===== src/source/mc_defines.svh =====
// dram scheduler geometry, request FIFO depth and timing constants
`ifndef MC_DEFINES_SVH
`define MC_DEFINES_SVH

// address geometry, banks numbered flat
`define MC_BANK_W      2   // 4 banks
`define MC_ROW_W       8
`define MC_COL_W       6
`define MC_ADDR_W      16  // {bank, row, col}

// request queue
`define MC_FIFO_DEPTH  4

// dram timing in controller cycles
`define MC_T_RCD       4   // act to rd/wr, same bank
`define MC_T_RP        4   // pre to act
`define MC_T_RAS       10  // act to pre, same bank
`define MC_T_CCD       2   // column to column, any bank
`define MC_T_REFI      300 // refresh interval
`define MC_T_RFC       12  // ref to next command

// per-bank and tccd down-counters
// must hold the largest of t_ras, t_rcd, t_rp and t_ccd
`define MC_CNT_W       4

`endif


===== src/source/mc_req_pkg.sv =====
// host request types shared by the request FIFO and the scheduler
`include "mc_defines.svh"

package mc_req_pkg;

	// one decoded host request, as it sits in the FIFO
	typedef struct packed {
		logic                 write_en; // 1 = write, 0 = read
		logic [`MC_BANK_W-1:0] bank;
		logic [`MC_ROW_W-1:0]  row;
		logic [`MC_COL_W-1:0]  col;
	} mc_req_t;

endpackage


===== src/source/mc_dram_pkg.sv =====
// dram command word and per-bank state types
`include "mc_defines.svh"

package mc_dram_pkg;

	typedef enum logic [2:0] {
		NOP = 3'd0,
		ACT = 3'd1, // open a row
		PRE = 3'd2, // close the bank
		RD  = 3'd3,
		WR  = 3'd4,
		REF = 3'd5  // all banks must be closed
	} mc_cmd_op_t;

	// command word on the dram side
	typedef struct packed {
		mc_cmd_op_t            op;
		logic [`MC_BANK_W-1:0] bank;
		logic [`MC_ROW_W-1:0]  row_col; // row for act, zero-extended column for rd/wr
	} mc_cmd_t;

	// scheduler view of one bank
	typedef struct packed {
		logic                 row_open;
		logic [`MC_ROW_W-1:0] open_row;
		logic [`MC_CNT_W-1:0] tras_cnt;  // cycles left before pre is allowed
		logic [`MC_CNT_W-1:0] ready_cnt; // trcd after act, trp after pre
	} mc_bank_state_t;

endpackage


===== src/source/mc_req_fifo.sv =====
// request FIFO, wishbone classic slave that queues host requests in arrival order
`timescale 1ns/1ps
`include "mc_defines.svh"

module mc_req_fifo
	import mc_req_pkg::*;
(
	input  logic                  clk,
	input  logic                  rst_n,
	input  logic                  cyc,
	input  logic                  stb,
	input  logic                  we,
	input  logic [`MC_ADDR_W-1:0] adr,
	output logic                  ack,
	output logic                  req_valid,
	output mc_req_t               req,
	input  logic                  req_pop
);

	localparam int PTR_W = $clog2(`MC_FIFO_DEPTH);
	localparam int CNT_W = $clog2(`MC_FIFO_DEPTH + 1);
	localparam logic [PTR_W-1:0] LAST_PTR = PTR_W'(`MC_FIFO_DEPTH - 1);
	localparam logic [CNT_W-1:0] DEPTH = CNT_W'(`MC_FIFO_DEPTH);

	mc_req_t mem [`MC_FIFO_DEPTH]; // request storage, no reset
	logic [PTR_W-1:0] wr_ptr;
	logic [PTR_W-1:0] rd_ptr;
	logic [CNT_W-1:0] count;
	logic full;
	mc_req_t new_req;

	assign full = (count == DEPTH);
	assign ack = cyc & stb & ~full; // low while full, master holds the cycle
	assign req_valid = (count != '0);
	assign req = mem[rd_ptr]; // head entry

	// address split, bank on top, column at the bottom
	assign new_req.write_en = we;
	assign new_req.bank = adr[`MC_ADDR_W-1 -: `MC_BANK_W];
	assign new_req.row = adr[`MC_COL_W +: `MC_ROW_W];
	assign new_req.col = adr[`MC_COL_W-1:0];

	always_ff @(posedge clk) begin
		if (ack) mem[wr_ptr] <= new_req;
	end

	always_ff @(posedge clk or negedge rst_n) begin
		if (!rst_n) begin
			wr_ptr <= '0;
			rd_ptr <= '0;
			count <= '0;
		end else begin
			if (ack) wr_ptr <= (wr_ptr == LAST_PTR) ? '0 : wr_ptr + 1'b1;
			if (req_pop) rd_ptr <= (rd_ptr == LAST_PTR) ? '0 : rd_ptr + 1'b1;
			case ({ack, req_pop})
				2'b10:   count <= count + 1'b1;
				2'b01:   count <= count - 1'b1;
				default: count <= count; // both or neither
			endcase
		end
	end

	// scheduler may only pop what is really queued
	a_pop_not_empty: assert property (@(posedge clk) disable iff (!rst_n)
		req_pop |-> req_valid) else $error("req_pop while the request FIFO is empty");

	a_count_bound: assert property (@(posedge clk) disable iff (!rst_n)
		count <= DEPTH) else $error("request FIFO count above depth");

endmodule


===== src/source/mc_refresh_timer.sv =====
// refresh timer, raises ref_due every trefi and holds ref_busy for trfc after ref
`timescale 1ns/1ps
`include "mc_defines.svh"

module mc_refresh_timer (
	input  logic clk,
	input  logic rst_n,
	input  logic ref_issued,
	output logic ref_due,
	output logic ref_busy
);

	localparam int REFI_W = $clog2(`MC_T_REFI);
	localparam int RFC_W = $clog2(`MC_T_RFC + 1);

	logic [REFI_W-1:0] refi_cnt; // cycles into the current interval
	logic [RFC_W-1:0] rfc_cnt;   // trfc hold-off left

	assign ref_busy = (rfc_cnt != '0);

	always_ff @(posedge clk or negedge rst_n) begin
		if (!rst_n) begin
			refi_cnt <= '0;
			ref_due <= 1'b0;
			rfc_cnt <= '0;
		end else begin
			if (ref_issued) begin
				refi_cnt <= REFI_W'(1); // the ref cycle itself is the first of the new interval
				ref_due <= 1'b0;
				rfc_cnt <= RFC_W'(`MC_T_RFC);
			end else begin
				if (!ref_due) begin // interval stops while waiting for ref
					if (refi_cnt == REFI_W'(`MC_T_REFI - 1)) begin
						ref_due <= 1'b1;
						refi_cnt <= '0;
					end else begin
						refi_cnt <= refi_cnt + 1'b1;
					end
				end
				if (rfc_cnt != '0) rfc_cnt <= rfc_cnt - 1'b1;
			end
		end
	end

	a_ref_when_due: assert property (@(posedge clk) disable iff (!rst_n)
		ref_issued |-> ref_due) else $error("ref issued without a pending refresh");

endmodule


===== src/source/mc_bank_sched.sv =====
// in-order dram command scheduler, tracks open rows and bank timing, one command per cycle
`timescale 1ns/1ps
`include "mc_defines.svh"

module mc_bank_sched
	import mc_req_pkg::*;
	import mc_dram_pkg::*;
(
	input  logic    clk,
	input  logic    rst_n,
	input  logic    req_valid,
	input  mc_req_t req,
	output logic    req_pop,
	input  logic    ref_due,
	input  logic    ref_busy,
	output logic    ref_issued,
	output logic    cmd_valid,
	output mc_cmd_t cmd
);

	localparam int NUM_BANKS = 1 << `MC_BANK_W;

	// counters load t-1 since the command itself appears one cycle after the decision
	localparam logic [`MC_CNT_W-1:0] RAS_LD = `MC_CNT_W'(`MC_T_RAS - 1);
	localparam logic [`MC_CNT_W-1:0] RCD_LD = `MC_CNT_W'(`MC_T_RCD - 1);
	localparam logic [`MC_CNT_W-1:0] RP_LD = `MC_CNT_W'(`MC_T_RP - 1);
	localparam logic [`MC_CNT_W-1:0] CCD_LD = `MC_CNT_W'(`MC_T_CCD - 1);

	mc_bank_state_t banks [NUM_BANKS];
	logic [`MC_CNT_W-1:0] ccd_cnt; // shared across banks
	mc_bank_state_t head;          // state of the bank the head request targets
	mc_cmd_t next_cmd;
	logic next_valid;

	assign head = banks[req.bank];

	// command choice
	always_comb begin
		logic found;
		logic all_idle;
		found = 1'b0;
		all_idle = 1'b1;
		next_cmd = '0; // nop
		next_valid = 1'b0;
		req_pop = 1'b0;
		ref_issued = 1'b0;
		if (ref_busy) begin
			next_valid = 1'b0; // trfc hold-off, bus stays quiet
		end else if (ref_due) begin
			// close banks lowest first, ref only when all are closed and trp is over
			for (int i = 0; i < NUM_BANKS; i++) begin
				if (banks[i].row_open || banks[i].ready_cnt != '0) all_idle = 1'b0;
				if (!found && banks[i].row_open && banks[i].tras_cnt == '0) begin
					found = 1'b1;
					next_cmd.op = PRE;
					next_cmd.bank = `MC_BANK_W'(i);
				end
			end
			if (found) begin
				next_valid = 1'b1;
			end else if (all_idle) begin
				next_valid = 1'b1;
				next_cmd.op = REF;
				ref_issued = 1'b1;
			end
		end else if (req_valid) begin
			next_cmd.bank = req.bank;
			if (head.row_open && head.open_row != req.row) begin // row conflict
				if (head.tras_cnt == '0) begin
					next_valid = 1'b1;
					next_cmd.op = PRE;
				end
			end else if (!head.row_open) begin // closed bank
				if (head.ready_cnt == '0) begin
					next_valid = 1'b1;
					next_cmd.op = ACT;
					next_cmd.row_col = req.row;
				end
			end else if (head.ready_cnt == '0 && ccd_cnt == '0) begin // row hit
				next_valid = 1'b1;
				next_cmd.op = req.write_en ? WR : RD;
				next_cmd.row_col = `MC_ROW_W'(req.col);
				req_pop = 1'b1; // request done once its column command goes out
			end
		end
	end

	// bank state and timing counters, all saturate at zero
	always_ff @(posedge clk or negedge rst_n) begin
		if (!rst_n) begin
			for (int i = 0; i < NUM_BANKS; i++) banks[i] <= '0;
			ccd_cnt <= '0;
		end else begin
			for (int i = 0; i < NUM_BANKS; i++) begin
				if (banks[i].tras_cnt != '0) banks[i].tras_cnt <= banks[i].tras_cnt - 1'b1;
				if (banks[i].ready_cnt != '0) banks[i].ready_cnt <= banks[i].ready_cnt - 1'b1;
			end
			if (ccd_cnt != '0) ccd_cnt <= ccd_cnt - 1'b1;
			if (next_valid) begin
				case (next_cmd.op)
					ACT: begin
						banks[next_cmd.bank].row_open <= 1'b1;
						banks[next_cmd.bank].open_row <= next_cmd.row_col;
						banks[next_cmd.bank].tras_cnt <= RAS_LD;
						banks[next_cmd.bank].ready_cnt <= RCD_LD;
					end
					PRE: begin
						banks[next_cmd.bank].row_open <= 1'b0;
						banks[next_cmd.bank].ready_cnt <= RP_LD;
					end
					RD, WR:  ccd_cnt <= CCD_LD;
					default: ; // ref leaves bank state alone, all banks already closed
				endcase
			end
		end
	end

	// command register at the dram side
	always_ff @(posedge clk or negedge rst_n) begin
		if (!rst_n) cmd_valid <= 1'b0;
		else cmd_valid <= next_valid;
	end

	always_ff @(posedge clk) begin
		cmd <= next_cmd; // only meaningful with cmd_valid
	end

	// a column command on the bus must hit a bank whose row is still open
	a_col_open_bank: assert property (@(posedge clk) disable iff (!rst_n)
		cmd_valid && (cmd.op == RD || cmd.op == WR) |-> banks[cmd.bank].row_open)
		else $error("column command to a closed bank %0d", cmd.bank);

endmodule


===== src/source/mc_top.sv =====
// dram controller top, wishbone request FIFO feeding the refresh-aware bank scheduler
`timescale 1ns/1ps
`include "mc_defines.svh"

module mc_top
	import mc_req_pkg::*;
	import mc_dram_pkg::*;
(
	input  logic                  clk,
	input  logic                  rst_n,
	input  logic                  cyc,
	input  logic                  stb,
	input  logic                  we,
	input  logic [`MC_ADDR_W-1:0] adr,
	output logic                  ack,
	output logic                  cmd_valid,
	output mc_cmd_t               cmd
);

	logic    req_valid;
	mc_req_t req;        // head of the request queue
	logic    req_pop;
	logic    ref_due;
	logic    ref_busy;
	logic    ref_issued;

	mc_req_fifo i_fifo (
		.clk, .rst_n, .cyc, .stb, .we, .adr, .ack,
		.req_valid, .req, .req_pop
	);

	mc_refresh_timer i_refresh (.clk, .rst_n, .ref_issued, .ref_due, .ref_busy);

	mc_bank_sched i_sched (
		.clk, .rst_n, .req_valid, .req, .req_pop,
		.ref_due, .ref_busy, .ref_issued, .cmd_valid, .cmd
	);

endmodule


===== config.mk =====
export PLATFORM = sky130hd
export DESIGN_NAME = mc_top
export DESIGN_NICKNAME = d
export VERILOG_FILES = /design/src/source/mc_req_pkg.sv /design/src/source/mc_dram_pkg.sv /design/src/source/mc_req_fifo.sv /design/src/source/mc_refresh_timer.sv /design/src/source/mc_bank_sched.sv /design/src/source/mc_top.sv
export VERILOG_INCLUDE_DIRS = /design/src /design/src/source
export SDC_FILE = /design/constraint.sdc
export NUM_CORES = 1
export LEC_CHECK = 0
export BUFFER_PORTS_ARGS = -buffer_cell sky130_fd_sc_hd__buf_2
export CORE_UTILIZATION = 60
export DETAILED_ROUTE_END_ITERATION = 6
export PLACE_DENSITY_LB_ADDON = 0.08
export SYNTH_ARGS = -nofsm -noshare
export SYNTH_HDL_FRONTEND = slang
export SYNTH_SLANG_ARGS = --single-unit

===== constraint.sdc =====
create_clock -name clk -period 3.8 [get_ports clk]
set_input_delay 0.19 -clock clk [delete_from_list [all_inputs] [get_ports clk]]
set_output_delay 0.19 -clock clk [all_outputs]
set_load 0.1 [all_outputs]

Word-level counts from Yosys, hierarchy flattened
Memory sizes are Yosys's and may differ from the RTL's.
Cells that the tools add are included.
{"block": "word_totals", "regBits": 107, "ramBits": 68, "word_cells": 202, "n_memories": 1}
{"name": "i_fifo.mem", "words": 4, "width": 17, "read_ports": 1, "rd_ports_with_merged_regs": 0, "wr": 1, "line": "mc_req_fifo.sv:25", "source": "mc_req_t mem [`MC_FIFO_DEPTH];"}
{"block": "op_classes", "n_addsub": 15, "magnitude_cmp": 3, "n_eq_ne": 12, "mux": 99, "bitwise_logic": 5, "n_reduce_logical": 40}
{"op": "$bwmux 68", "count": 6}
{"op": "$demux 17 s2", "count": 4}
{"op": "$pmux 68 s2", "count": 1}
{"op": "$mux 4", "count": 18}
{"op": "$mux 59", "count": 1}
{"op": "$mux 17", "count": 3}
{"op": "$mux 1", "count": 42}
{"op": "$mux 8", "count": 5}
{"op": "$reduce_bool 4->1", "count": 10}
{"op": "$sub 4x1->4 const B", "count": 10}
{"op": "$bmux 17 s2", "count": 1}
{"op": "$logic_not 4->1", "count": 7}
{"op": "$mux 9", "count": 3}
{"op": "$mux 13", "count": 2}
{"op": "$mux 3", "count": 6}
{"op": "$mux 16", "count": 1}
{"op": "$logic_and 1x1->1", "count": 10}
{"op": "$add 9x1->9 const B", "count": 1}
{"op": "$eq 9x9->1 const B", "count": 1}
{"op": "$ne 8x8->1", "count": 1}
{"op": "$eq 2x2->1 const B", "count": 3}
{"op": "$eq 3x2->1 const B", "count": 2}
{"op": "$eq 3x3->1 const B", "count": 2}
{"op": "$ge 3x3->1 const B", "count": 2}
{"op": "20 further kinds", "count": 32}

Depth between registers and ports, before layout
Gate-level depths: netlist of run 1.
{"block": "logic_depth", "word_depth": 37, "depth_mapped": 16}

By module
From an unflattened synthesis of run 1, not the netlist that was laid out.
{"block": "hier_totals", "cells_unflattened": 570, "hier_area_um2": 7976.4}
{"module": "mc_bank_sched", "n_inst": 1, "cells_each": 367, "area_per_inst_um2": 4279.1}
{"module": "mc_req_fifo", "n_inst": 1, "cells_each": 127, "area_per_inst_um2": 2941.6}
{"module": "mc_refresh_timer", "n_inst": 1, "cells_each": 76, "area_per_inst_um2": 755.7}

Least setup slack after synthesis of run 1
OpenSTA, ideal clock, no wires.
{"block": "synth_path", "path_kind": "register to register", "startpoint": "register i_fifo.count[0]", "endpoint": "register i_fifo.count[1]", "t_arrival_ns": 3.416, "t_required_ns": 3.717, "slack_ns": 0.301, "stages_incl_launch_ff": 8, "path_buffers": 0, "path_cell_list": "dfrtp_1 inv_1 a31oi_1 inv_1 ha_1 inv_1 fa_1 o21ai_0"}
{"block": "synth_via", "word_cells_on_any_way": 13}
{"item": "start, declared", "line": "mc_req_fifo.sv:28", "source": "logic [CNT_W-1:0] count;"}
{"item": "start signal, assigned", "line": "mc_req_fifo.sv:56", "source": "2'b10: count <= count + 1'b1;"}
{"item": "start signal, assigned", "line": "mc_req_fifo.sv:57", "source": "2'b01: count <= count - 1'b1;"}
{"item": "start signal, assigned", "line": "mc_req_fifo.sv:58", "source": "default: count <= count;"}
{"item": "$eq 3x3->1 (*)", "line": "mc_req_fifo.sv:32", "source": "assign full = (count == DEPTH);"}
{"item": "$not 1->1 (*)", "line": "mc_req_fifo.sv:33", "source": "assign ack = cyc & stb & ~full;"}
{"item": "$and 1x1->1 (*)", "line": "mc_req_fifo.sv:33"}
{"item": "named net ack", "line": "mc_top.sv:15", "source": "output logic ack,"}
{"item": "$eq 2x1->1 or $eq 2x2->1 (tied branches)", "line": "mc_req_fifo.sv:55", "source": "case ({ack, req_pop})"}
{"item": "$pmux 3 s2 or $reduce_bool 2->1 (tied branches)"}
Mark *: on every way through the listed nets, which the timed path passes. The rest lies on a longest branch.
A chain may end at the register's enable or synchronous reset.

Worst setup path after layout of run 1
{"block": "layout_path", "startpoint": "register i_fifo.rd_ptr[0]", "endpoint": "register i_fifo.count[2]"}
{"block": "layout_via", "elab_chain_cells": 15, "word_cells_on_any_way": 19}
{"item": "start, declared", "line": "mc_req_fifo.sv:27", "source": "logic [PTR_W-1:0] rd_ptr;"}
{"item": "start signal, assigned", "line": "mc_req_fifo.sv:54", "source": "if (req_pop) rd_ptr <= (rd_ptr == LAST_PTR) ? '0 : rd_ptr + 1'b1;"}
{"item": "$mem_v2 4x17 (*)"}
{"item": "$not 2->3 (implied by the code)", "line": "mc_bank_sched.sv:35", "source": "assign head = banks[req.bank];"}
{"item": "$bmux 17 s2", "line": "mc_bank_sched.sv:35"}
{"item": "$mux 17 (implied by the code) (2 in a row)", "line": "mc_bank_sched.sv:35"}
{"item": "$logic_not 4->1", "line": "mc_bank_sched.sv:79", "source": "end else if (head.ready_cnt == '0 && ccd_cnt == '0) begin"}
{"item": "$logic_and 1x1->1", "line": "mc_bank_sched.sv:79"}
{"item": "$mux 1", "line": "mc_bank_sched.sv:79"}
{"item": "$mux 1", "line": "mc_bank_sched.sv:73", "source": "end else if (!head.row_open) begin"}
{"item": "$mux 1 (*)", "line": "mc_bank_sched.sv:68", "source": "if (head.row_open && head.open_row != req.row) begin"}
{"item": "$mux 1 (*)", "line": "mc_bank_sched.sv:66", "source": "end else if (req_valid) begin"}
{"item": "$mux 1 (*)", "line": "mc_bank_sched.sv:49", "source": "end else if (ref_due) begin"}
{"item": "$mux 1 (*)", "line": "mc_bank_sched.sv:47", "source": "if (ref_busy) begin"}
{"item": "$eq 2x1->1 or $eq 2x2->1 (tied branches)", "line": "mc_req_fifo.sv:55"}
{"item": "$pmux 3 s2 or $reduce_bool 2->1 (tied branches)"}
Every way passes the cells marked *; elsewhere a longest branch is shown, timed or not. The select of a mux whose other input is x is not followed.

==> impl_metrics.py, run 1 <==
metrics = {
    "outcome": {
        "status": "finished, final reports clean",
    },
    "grt": {
        "grt_use_total_pct": 26.48,
        "antenna_found_initial": 0,
        "grt_pass1_wl_um": 27940,
        "first_global_vias": 5361,
        "grt_overflow": 0,
        "grt_max_degree": 70,
    },
    "synth": {
        "yosysTopAreaCellShare_pct": 29.40,
        "synth_cell_types": 64,
        "synth_compound_area_share_pct": 9.820,
        "synthTopCellsByArea": "dfrtp_1 29%, edfxtp_1 26%, mux4_2 4.8%",
        "postSynthCellCount": 669,
        "synth-simple-area-share_pct": 12.26,
        "ys.flop_type": "dfrtp_1",
        "synth_top_family_by_area": "simple AND/OR/NAND/NOR gates",
        "ys_seq_elements": 175,
        "synth_async_sr_flop_share_pct": 53.71,
        "synth_commonest_cells": "94 x dfrtp_1, 81 x nand2_1, 68 x edfxtp_1, 39 x a21oi_1, 38 x o21ai_0",
        "synth_seq_area_share_pct": 58.17,
        "synthXorXnorAreaFrac_pct": 3.315,
        "avgSynthCellArea_um2": 11.96,
        "synthesis.nets": 709,
        "synth.most_common_cell": "dfrtp_1",
        "muxShareOfSynthArea_pct": 9.961,
        "synth_fa_ha_area_share_pct": 3.065,
        "yosysTopAreaCell": "dfrtp_1",
        "yosysWarnings": 0,
        "syn_area_mm2": 0.008001,
        "synth_edf_count": 68,
    },
    "sta": {
        "maxSlewHeadroom_pct": 37.63,
        "fin_setup_tns_ns": 0,
        "clock_skew_ns": 0.01262,
        "fmax_mhz": 286.4,
        "fin_crit_ns": 3.492,
        "slew_violations": 0,
        "setup_viol": 0,
        "finalHoldViolCount": 0,
        "worst-slew-pin-transition_ns": 0.9356,
        "rsz0062_at_grt": "no",
        "post-route-period-util_pct": 91.89,
    },
    "worst_setup_path": {
        "r2r_start": "i_fifo.rd_ptr[0]",
        "arrival_ns": 3.85,
        "critPathSlowestCell": "mux4_2",
        "crit_fanout": 9,
        "critPathLaunchType": "flip-flop",
        "setup.worst_path.class": "reg -> reg",
        "r2r_slack_ns": 0.31,
        "cpPeakStageDelay_ns": 0.67,
        "reg2reg_depth": 13,
        "cp-end-kind": "flip-flop",
        "crit_chain": "buf_4 > mux4_2 > mux2i_1 > xor2_1 > nor4_4 > and2_4 > and3_1 > ha_1 > inv_1 > fa_1 > xor2_1 > nor2_1 > xor2_1",
        "crit_required_ns": 4.16,
        "reg2reg_to": "i_fifo.count[2]",
        "worst_path_most_repeated_cell": "xor2_1",
    },
    "clock_tree": {
        "htreeDepth": 4,
        "clk_latency_ns": 0.44,
        "cts_sinks": 175,
        "cts-buffers-inserted": 17,
        "clkTransAtPathRegs_ns": 0.08,
        "cts_buffer_depth": 2,
        "clock_tree.root_cell": "clkbuf_16",
        "cts_tree": "yes",
    },
    "run": {
        "cap_violations": 0,
    },
    "place": {
        "dp_cells": 873,
        "portBuffers": 35,
        "dp_hpwl_um": 11020,
        "place.gp.congestion": 0.8330,
    },
    "final_layout": {
        "multiInputGateArea_mm2": 0.003077,
        "layout-drive-gt1-share_pct": 16.62,
        "fin_nets": 779,
        "layout.cells.non_filler": 924,
        "syn2layout_area_growth_pct": 14.68,
        "fillers": 904,
        "regArea_mm2": 0.004654,
        "diodes": 0,
    },
    "worst_hold_path": {
        "worstHoldPathType": "in -> reg",
        "holdCritStartpoint": "stb",
        "min_path_cells": 5,
        "min_to": "i_fifo.wr_ptr[1]",
    },
    "floorplan": {
        "core_area_mm2": 0.01282,
        "start_util_pct": 62.39,
        "die_w_um": 117.5,
        "fp-row-count": 41,
        "boundaryPins": 36,
        "die_area_mm2": 0.01380,
        "die-height_um": 117.5,
    },
    "route": {
        "drt-vias-per-instance": 5.761,
        "wl_per_cell_um": 18.47,
        "drt-initial-drc-count": 359,
        "vias": 5323,
        "drt_first_pass_iters": 6,
        "ant_nets": 0,
        "wl_um": 17070,
        "drc_errors": 0,
    },
    "power": {
        "p_leak_uw": 0.003920,
        "cellPowerDensity_mw_per_mm2": 713.6,
        "peakVddDrop_mv": 0.5987,
    },
}
-- power breakdown --
group	switching [uW]	total, uW	internal [uW]
sequential	337	2760	2420
combinational	1300	2070	767
clock	836	1720	883
total	2470	6550	4070
-- per-layer routing --
metal / GRT usage, % / vias to the layer above / part of all wire (%)
met5: 0 / - / 0
met4: 8.013 / 0 / 1.7
met3: 6.589 / 24 / 4.6
met2: 42.46 / 141 / 49
met1: 35.92 / 2614 / 45
li1: - / 2544 / -
-- flip-flops by register name (all words and copies together) (netlist names) --
signal	flops
i_sched.cmd	13
i_fifo.count	3
i_refresh.rfc_cnt	4
i_sched.cmd_valid	1
i_sched.banks	68
i_fifo.rd_ptr	2
i_refresh.ref_due	1
i_fifo.mem	68
i_sched.ccd_cnt	4
i_refresh.refi_cnt	9
i_fifo.wr_ptr	2
-- cell families after synthesis --
family	count (synthesis)
simple gates	199
compound gates	135
buf+inv	58
mux	57
flops	175
fa+ha+maj	19
xor+xnor	26
-- critical path, delay by kind of cell (launching register included) --
kind	cells	cell delay (ns)
multiplexers	2	0.95
XOR/XNOR	3	0.46
adder cells (fa/ha/maj)	2	0.56
flip-flops	1	0.39
AND/OR/NAND/NOR	4	0.82
buffers and inverters	2	0.23
-- layout by cell type, fill, tap and decap left out, types with 18 or more instances in the layout --
cell type      netlist  routed
a21oi_1             39      39
nand2_1             81      80
edfxtp_1            68      68
buf_2                8      34
ha_1                18      18
o21ai_0             38      38
mux2i_1             32      32
nor3_1              19      19
dfrtp_1             94      94
dlygate4sd3_1        0      18
buf_4                2      18
inv_1               37      37
nor2_1              37      37
o21ai_1             23      23
-- layout make-up --
class	count	area share, %
inverter	38	1.554
clock inverter	15	1.704
timing repair buffer	71	5.509
tap	172	2.345
sequential	175	50.72
clock buffer	17	4.636
multi-input combinational	436	33.53
-- how the worst max path moves through the flow --
stage / from / slack, ns / endpoint
3_3_place_gp: i_fifo.rd_ptr[0] / 0.34 / i_fifo.count[2]
4_1_cts: i_fifo.rd_ptr[0] / 0.19 / i_fifo.count[2]
3_5_place_dp: i_fifo.rd_ptr[0] / 0.26 / i_fifo.count[2]
5_1_grt: i_fifo.rd_ptr[0] / 0.05 / i_fifo.count[2]
6_report: i_fifo.rd_ptr[0] / 0.31 / i_fifo.count[2]
2_1_floorplan: i_fifo.count[0] / 0.30 / i_fifo.count[1]
-- stage by stage --
stage / utilization (%) / area (um2) / hold WS [ns] / total power (uW) / setup WS, ns
after floorplan: - / 8001 / -0.1056 / 4290 / 0.3012
after global placement: 65.43 / 8392 / 0.3711 / 4692 / 0.3365
after detailed placement: 65.43 / 8392 / 0.3767 / 4807 / 0.2552
after CTS: 71.38 / 9154 / 0.2440 / 6546 / 0.1851
after global routing: 71.55 / 9176 / 0.2963 / 6933 / 0.04833
final: 71.55 / 9176 / 0.2645 / 6548 / 0.3082
-- timing repair --
action	4_1_cts	5_1_grt
setup buffers	0	1
endpoints found under the hold margin	136	0
endpoints found under the setup margin	0	9
gates resized for setup	0	1
hold buffers	18	0
(Power assumes the default switching activity.)
==> run 2: changes to the inputs <==
Settings changed: CELL_PAD_IN_SITES_DETAIL_PLACEMENT set to 0, CELL_PAD_IN_SITES_GLOBAL_PLACEMENT set to 2, CORE_UTILIZATION 60 to 42.
==> run 2 against run 1 <==
Compared with the run above: count of clock-buffer cells in the layout unchanged; wire length up 1.4%; clock power about the same; sequential power about the same; critical endpoint unchanged; largest power group unchanged.
==> impl_metrics.py, run 2 (same netlist as run 1, synthesis figures left out) <==
metrics = {
    "outcome": {
        "status": "finished, final reports clean",
    },
    "route": {
        "drt-vias-per-instance": 5.269,
        "drt-initial-drc-count": 213,
        "drt_first_pass_iters": 5,
        "wl_um": 17300,
        "drc_errors": 0,
        "ant_nets": 0,
        "wl_per_cell_um": 17.55,
        "vias": 5195,
    },
    "clock_tree": {
        "cts-buffers-inserted": 17,
        "htreeDepth": 4,
        "cts_sinks": 175,
        "clk_latency_ns": 0.44,
        "clock_tree.root_cell": "clkbuf_16",
        "clkTransAtPathRegs_ns": 0.07,
        "cts_buffer_depth": 2,
        "cts_tree": "yes",
    },
    "final_layout": {
        "final_common_cell": "dfrtp_1",
        "layout.cells.non_filler": 986,
        "syn2layout_area_growth_pct": 15.89,
        "diodes": 0,
        "fin_nets": 779,
        "largest_registers": "i_fifo.mem: 68 flops, i_sched.banks: 68 flops, i_sched.cmd: 13 flops",
        "final_cell_mix": "94 x dfrtp_1, 81 x nand2_1, 68 x edfxtp_1",
        "layout-drive-gt1-share_pct": 16.49,
    },
    "worst_setup_path": {
        "reg2reg_depth": 14,
        "r2r_start": "i_fifo.rd_ptr[0]",
        "cp-end-kind": "flip-flop",
        "setup.worst_path.class": "reg -> reg",
        "cpPeakStageDelay_ns": 0.55,
        "crit_chain": "mux4_2 > buf_12 > mux2i_1 > mux2i_1 > xor2_1 > nor4_4 > and2_4 > and3_1 > ha_1 > inv_1 > fa_1 > xor2_1 > nor2_1 > xor2_1",
        "reg2reg_to": "i_fifo.count[2]",
        "critPathSlowestCell": "mux4_2",
        "crit_fanout": 13,
        "worst_path_most_repeated_cell": "xor2_1",
        "r2r_slack_ns": 0.32,
        "crit_required_ns": 4.16,
        "arrival_ns": 3.84,
        "critPathLaunchType": "flip-flop",
    },
    "sta": {
        "rsz0062_at_grt": "no",
        "slew_violations": 0,
        "fin_crit_ns": 3.483,
        "fmax_mhz": 287.1,
        "clock_skew_ns": 0.01230,
        "setup_viol": 0,
        "maxSlewHeadroom_pct": 36.17,
        "finalHoldViolCount": 0,
        "post-route-period-util_pct": 91.66,
        "fin_setup_tns_ns": 0,
        "worst-slew-pin-transition_ns": 0.9574,
    },
    "worst_hold_path": {
        "worstHoldPathType": "in -> reg",
        "min_path_cells": 5,
        "holdCritStartpoint": "stb",
        "min_to": "i_fifo.wr_ptr[1]",
    },
    "floorplan": {
        "start_util_pct": 42.78,
        "die_w_um": 140.0,
        "die-height_um": 140.0,
        "boundaryPins": 36,
        "fp-row-count": 50,
        "core_area_mm2": 0.01871,
        "die_area_mm2": 0.01961,
    },
    "power": {
        "p_leak_uw": 0.003921,
        "peakVddDrop_mv": 0.3635,
        "cellPowerDensity_mw_per_mm2": 704.1,
    },
    "grt": {
        "grt_pass1_wl_um": 28880,
        "antenna_found_initial": 0,
        "grt_use_total_pct": 19.44,
        "grt_overflow": 0,
        "first_global_vias": 5451,
        "grt_max_degree": 69,
    },
    "place": {
        "place.gp.congestion": 0.7435,
        "portBuffers": 35,
        "dp_hpwl_um": 12050,
        "dp_cells": 935,
    },
    "run": {
        "cap_violations": 0,
    },
}
-- run 2: cell types whose count changed in the layout (fill, tap and decap cells not counted), sizes merged --
| cell | previous run | this run |
|---|---|---|
| clkinv | 6 | 7 |
| inv | 47 | 45 |
| clkinvlp | 0 | 1 |
-- run 2: how the worst max path moves through the flow --
stage | startpoint | endpoint | slack [ns] | cells after the start
floorplan | i_fifo.count[0] | i_fifo.count[1] | 0.30 | 7
global placement | i_fifo.rd_ptr[0] | i_fifo.count[2] | 0.32 | 14
detailed placement | i_fifo.rd_ptr[0] | i_fifo.count[2] | 0.21 | 14
CTS | i_fifo.rd_ptr[0] | i_fifo.count[2] | 0.17 | 13
global route | i_fifo.rd_ptr[0] | i_fifo.count[2] | 0.08 | 12
finish | i_fifo.rd_ptr[0] | i_fifo.count[2] | 0.32 | 14
-- run 2: cell type report --
cell class	instances	area, um2
tap	234	292.8
inverter	38	142.6
sequential	175	4654
clock inverter	15	165.2
clock buffer	17	425.4
multi-input combinational	436	3074
timing repair buffer	71	518.0
fill	1614	9433
-- run 2: per-layer routing --
layer	GRT usage, %	routed length [um]	share of wire, %
met1	23.26	7605	44
met2	35.37	9163	53
met3	3.214	404	2.3
met4	6.593	130	0.75
met5	0	0	0
-- run 2: what timing repair did --
item	CTS	global route
endpoints found under the hold margin	135	0
buffers inserted	0	1
setup endpoints to repair	0	1
resized for setup	0	0
hold buffers	18	0
-- run 2: critical path, delay by kind of cell, from the launching register on --
family | cells | cell delay [ns]
XOR/XNOR | 3 | 0.49
adder cells (fa/ha/maj) | 2 | 0.55
buffers and inverters | 2 | 0.24
flip-flops | 1 | 0.41
multiplexers | 3 | 0.86
AND/OR/NAND/NOR | 4 | 0.87
-- run 2: report_power, final --
| group | internal [uW] | switching [uW] | leakage [uW] |
|---|---|---|---|
| Combinational | 779 | 1280 | 0.00170 |
| Sequential | 2420 | 316 | 0.00194 |
| Clock | 885 | 844 | 0.000288 |
-- run 2: metrics by stage --
| stage | total power, uW | utilization (%) | cell area [um2] | hold WS (ns) | worst slack, ns |
|---|---|---|---|---|---|
| 2_1_floorplan | 4290 | - | 8001 | -0.1056 | 0.3012 |
| 3_3_place_gp | 4789 | 45.34 | 8482 | 0.3649 | 0.3169 |
| 3_5_place_dp | 4849 | 45.34 | 8482 | 0.3761 | 0.2094 |
| 4_1_cts | 6601 | 49.46 | 9253 | 0.2892 | 0.1718 |
| 5_1_grt | 6982 | 49.57 | 9273 | 0.3345 | 0.07764 |
| 6_report | 6529 | 49.57 | 9273 | 0.2753 | 0.3168 |
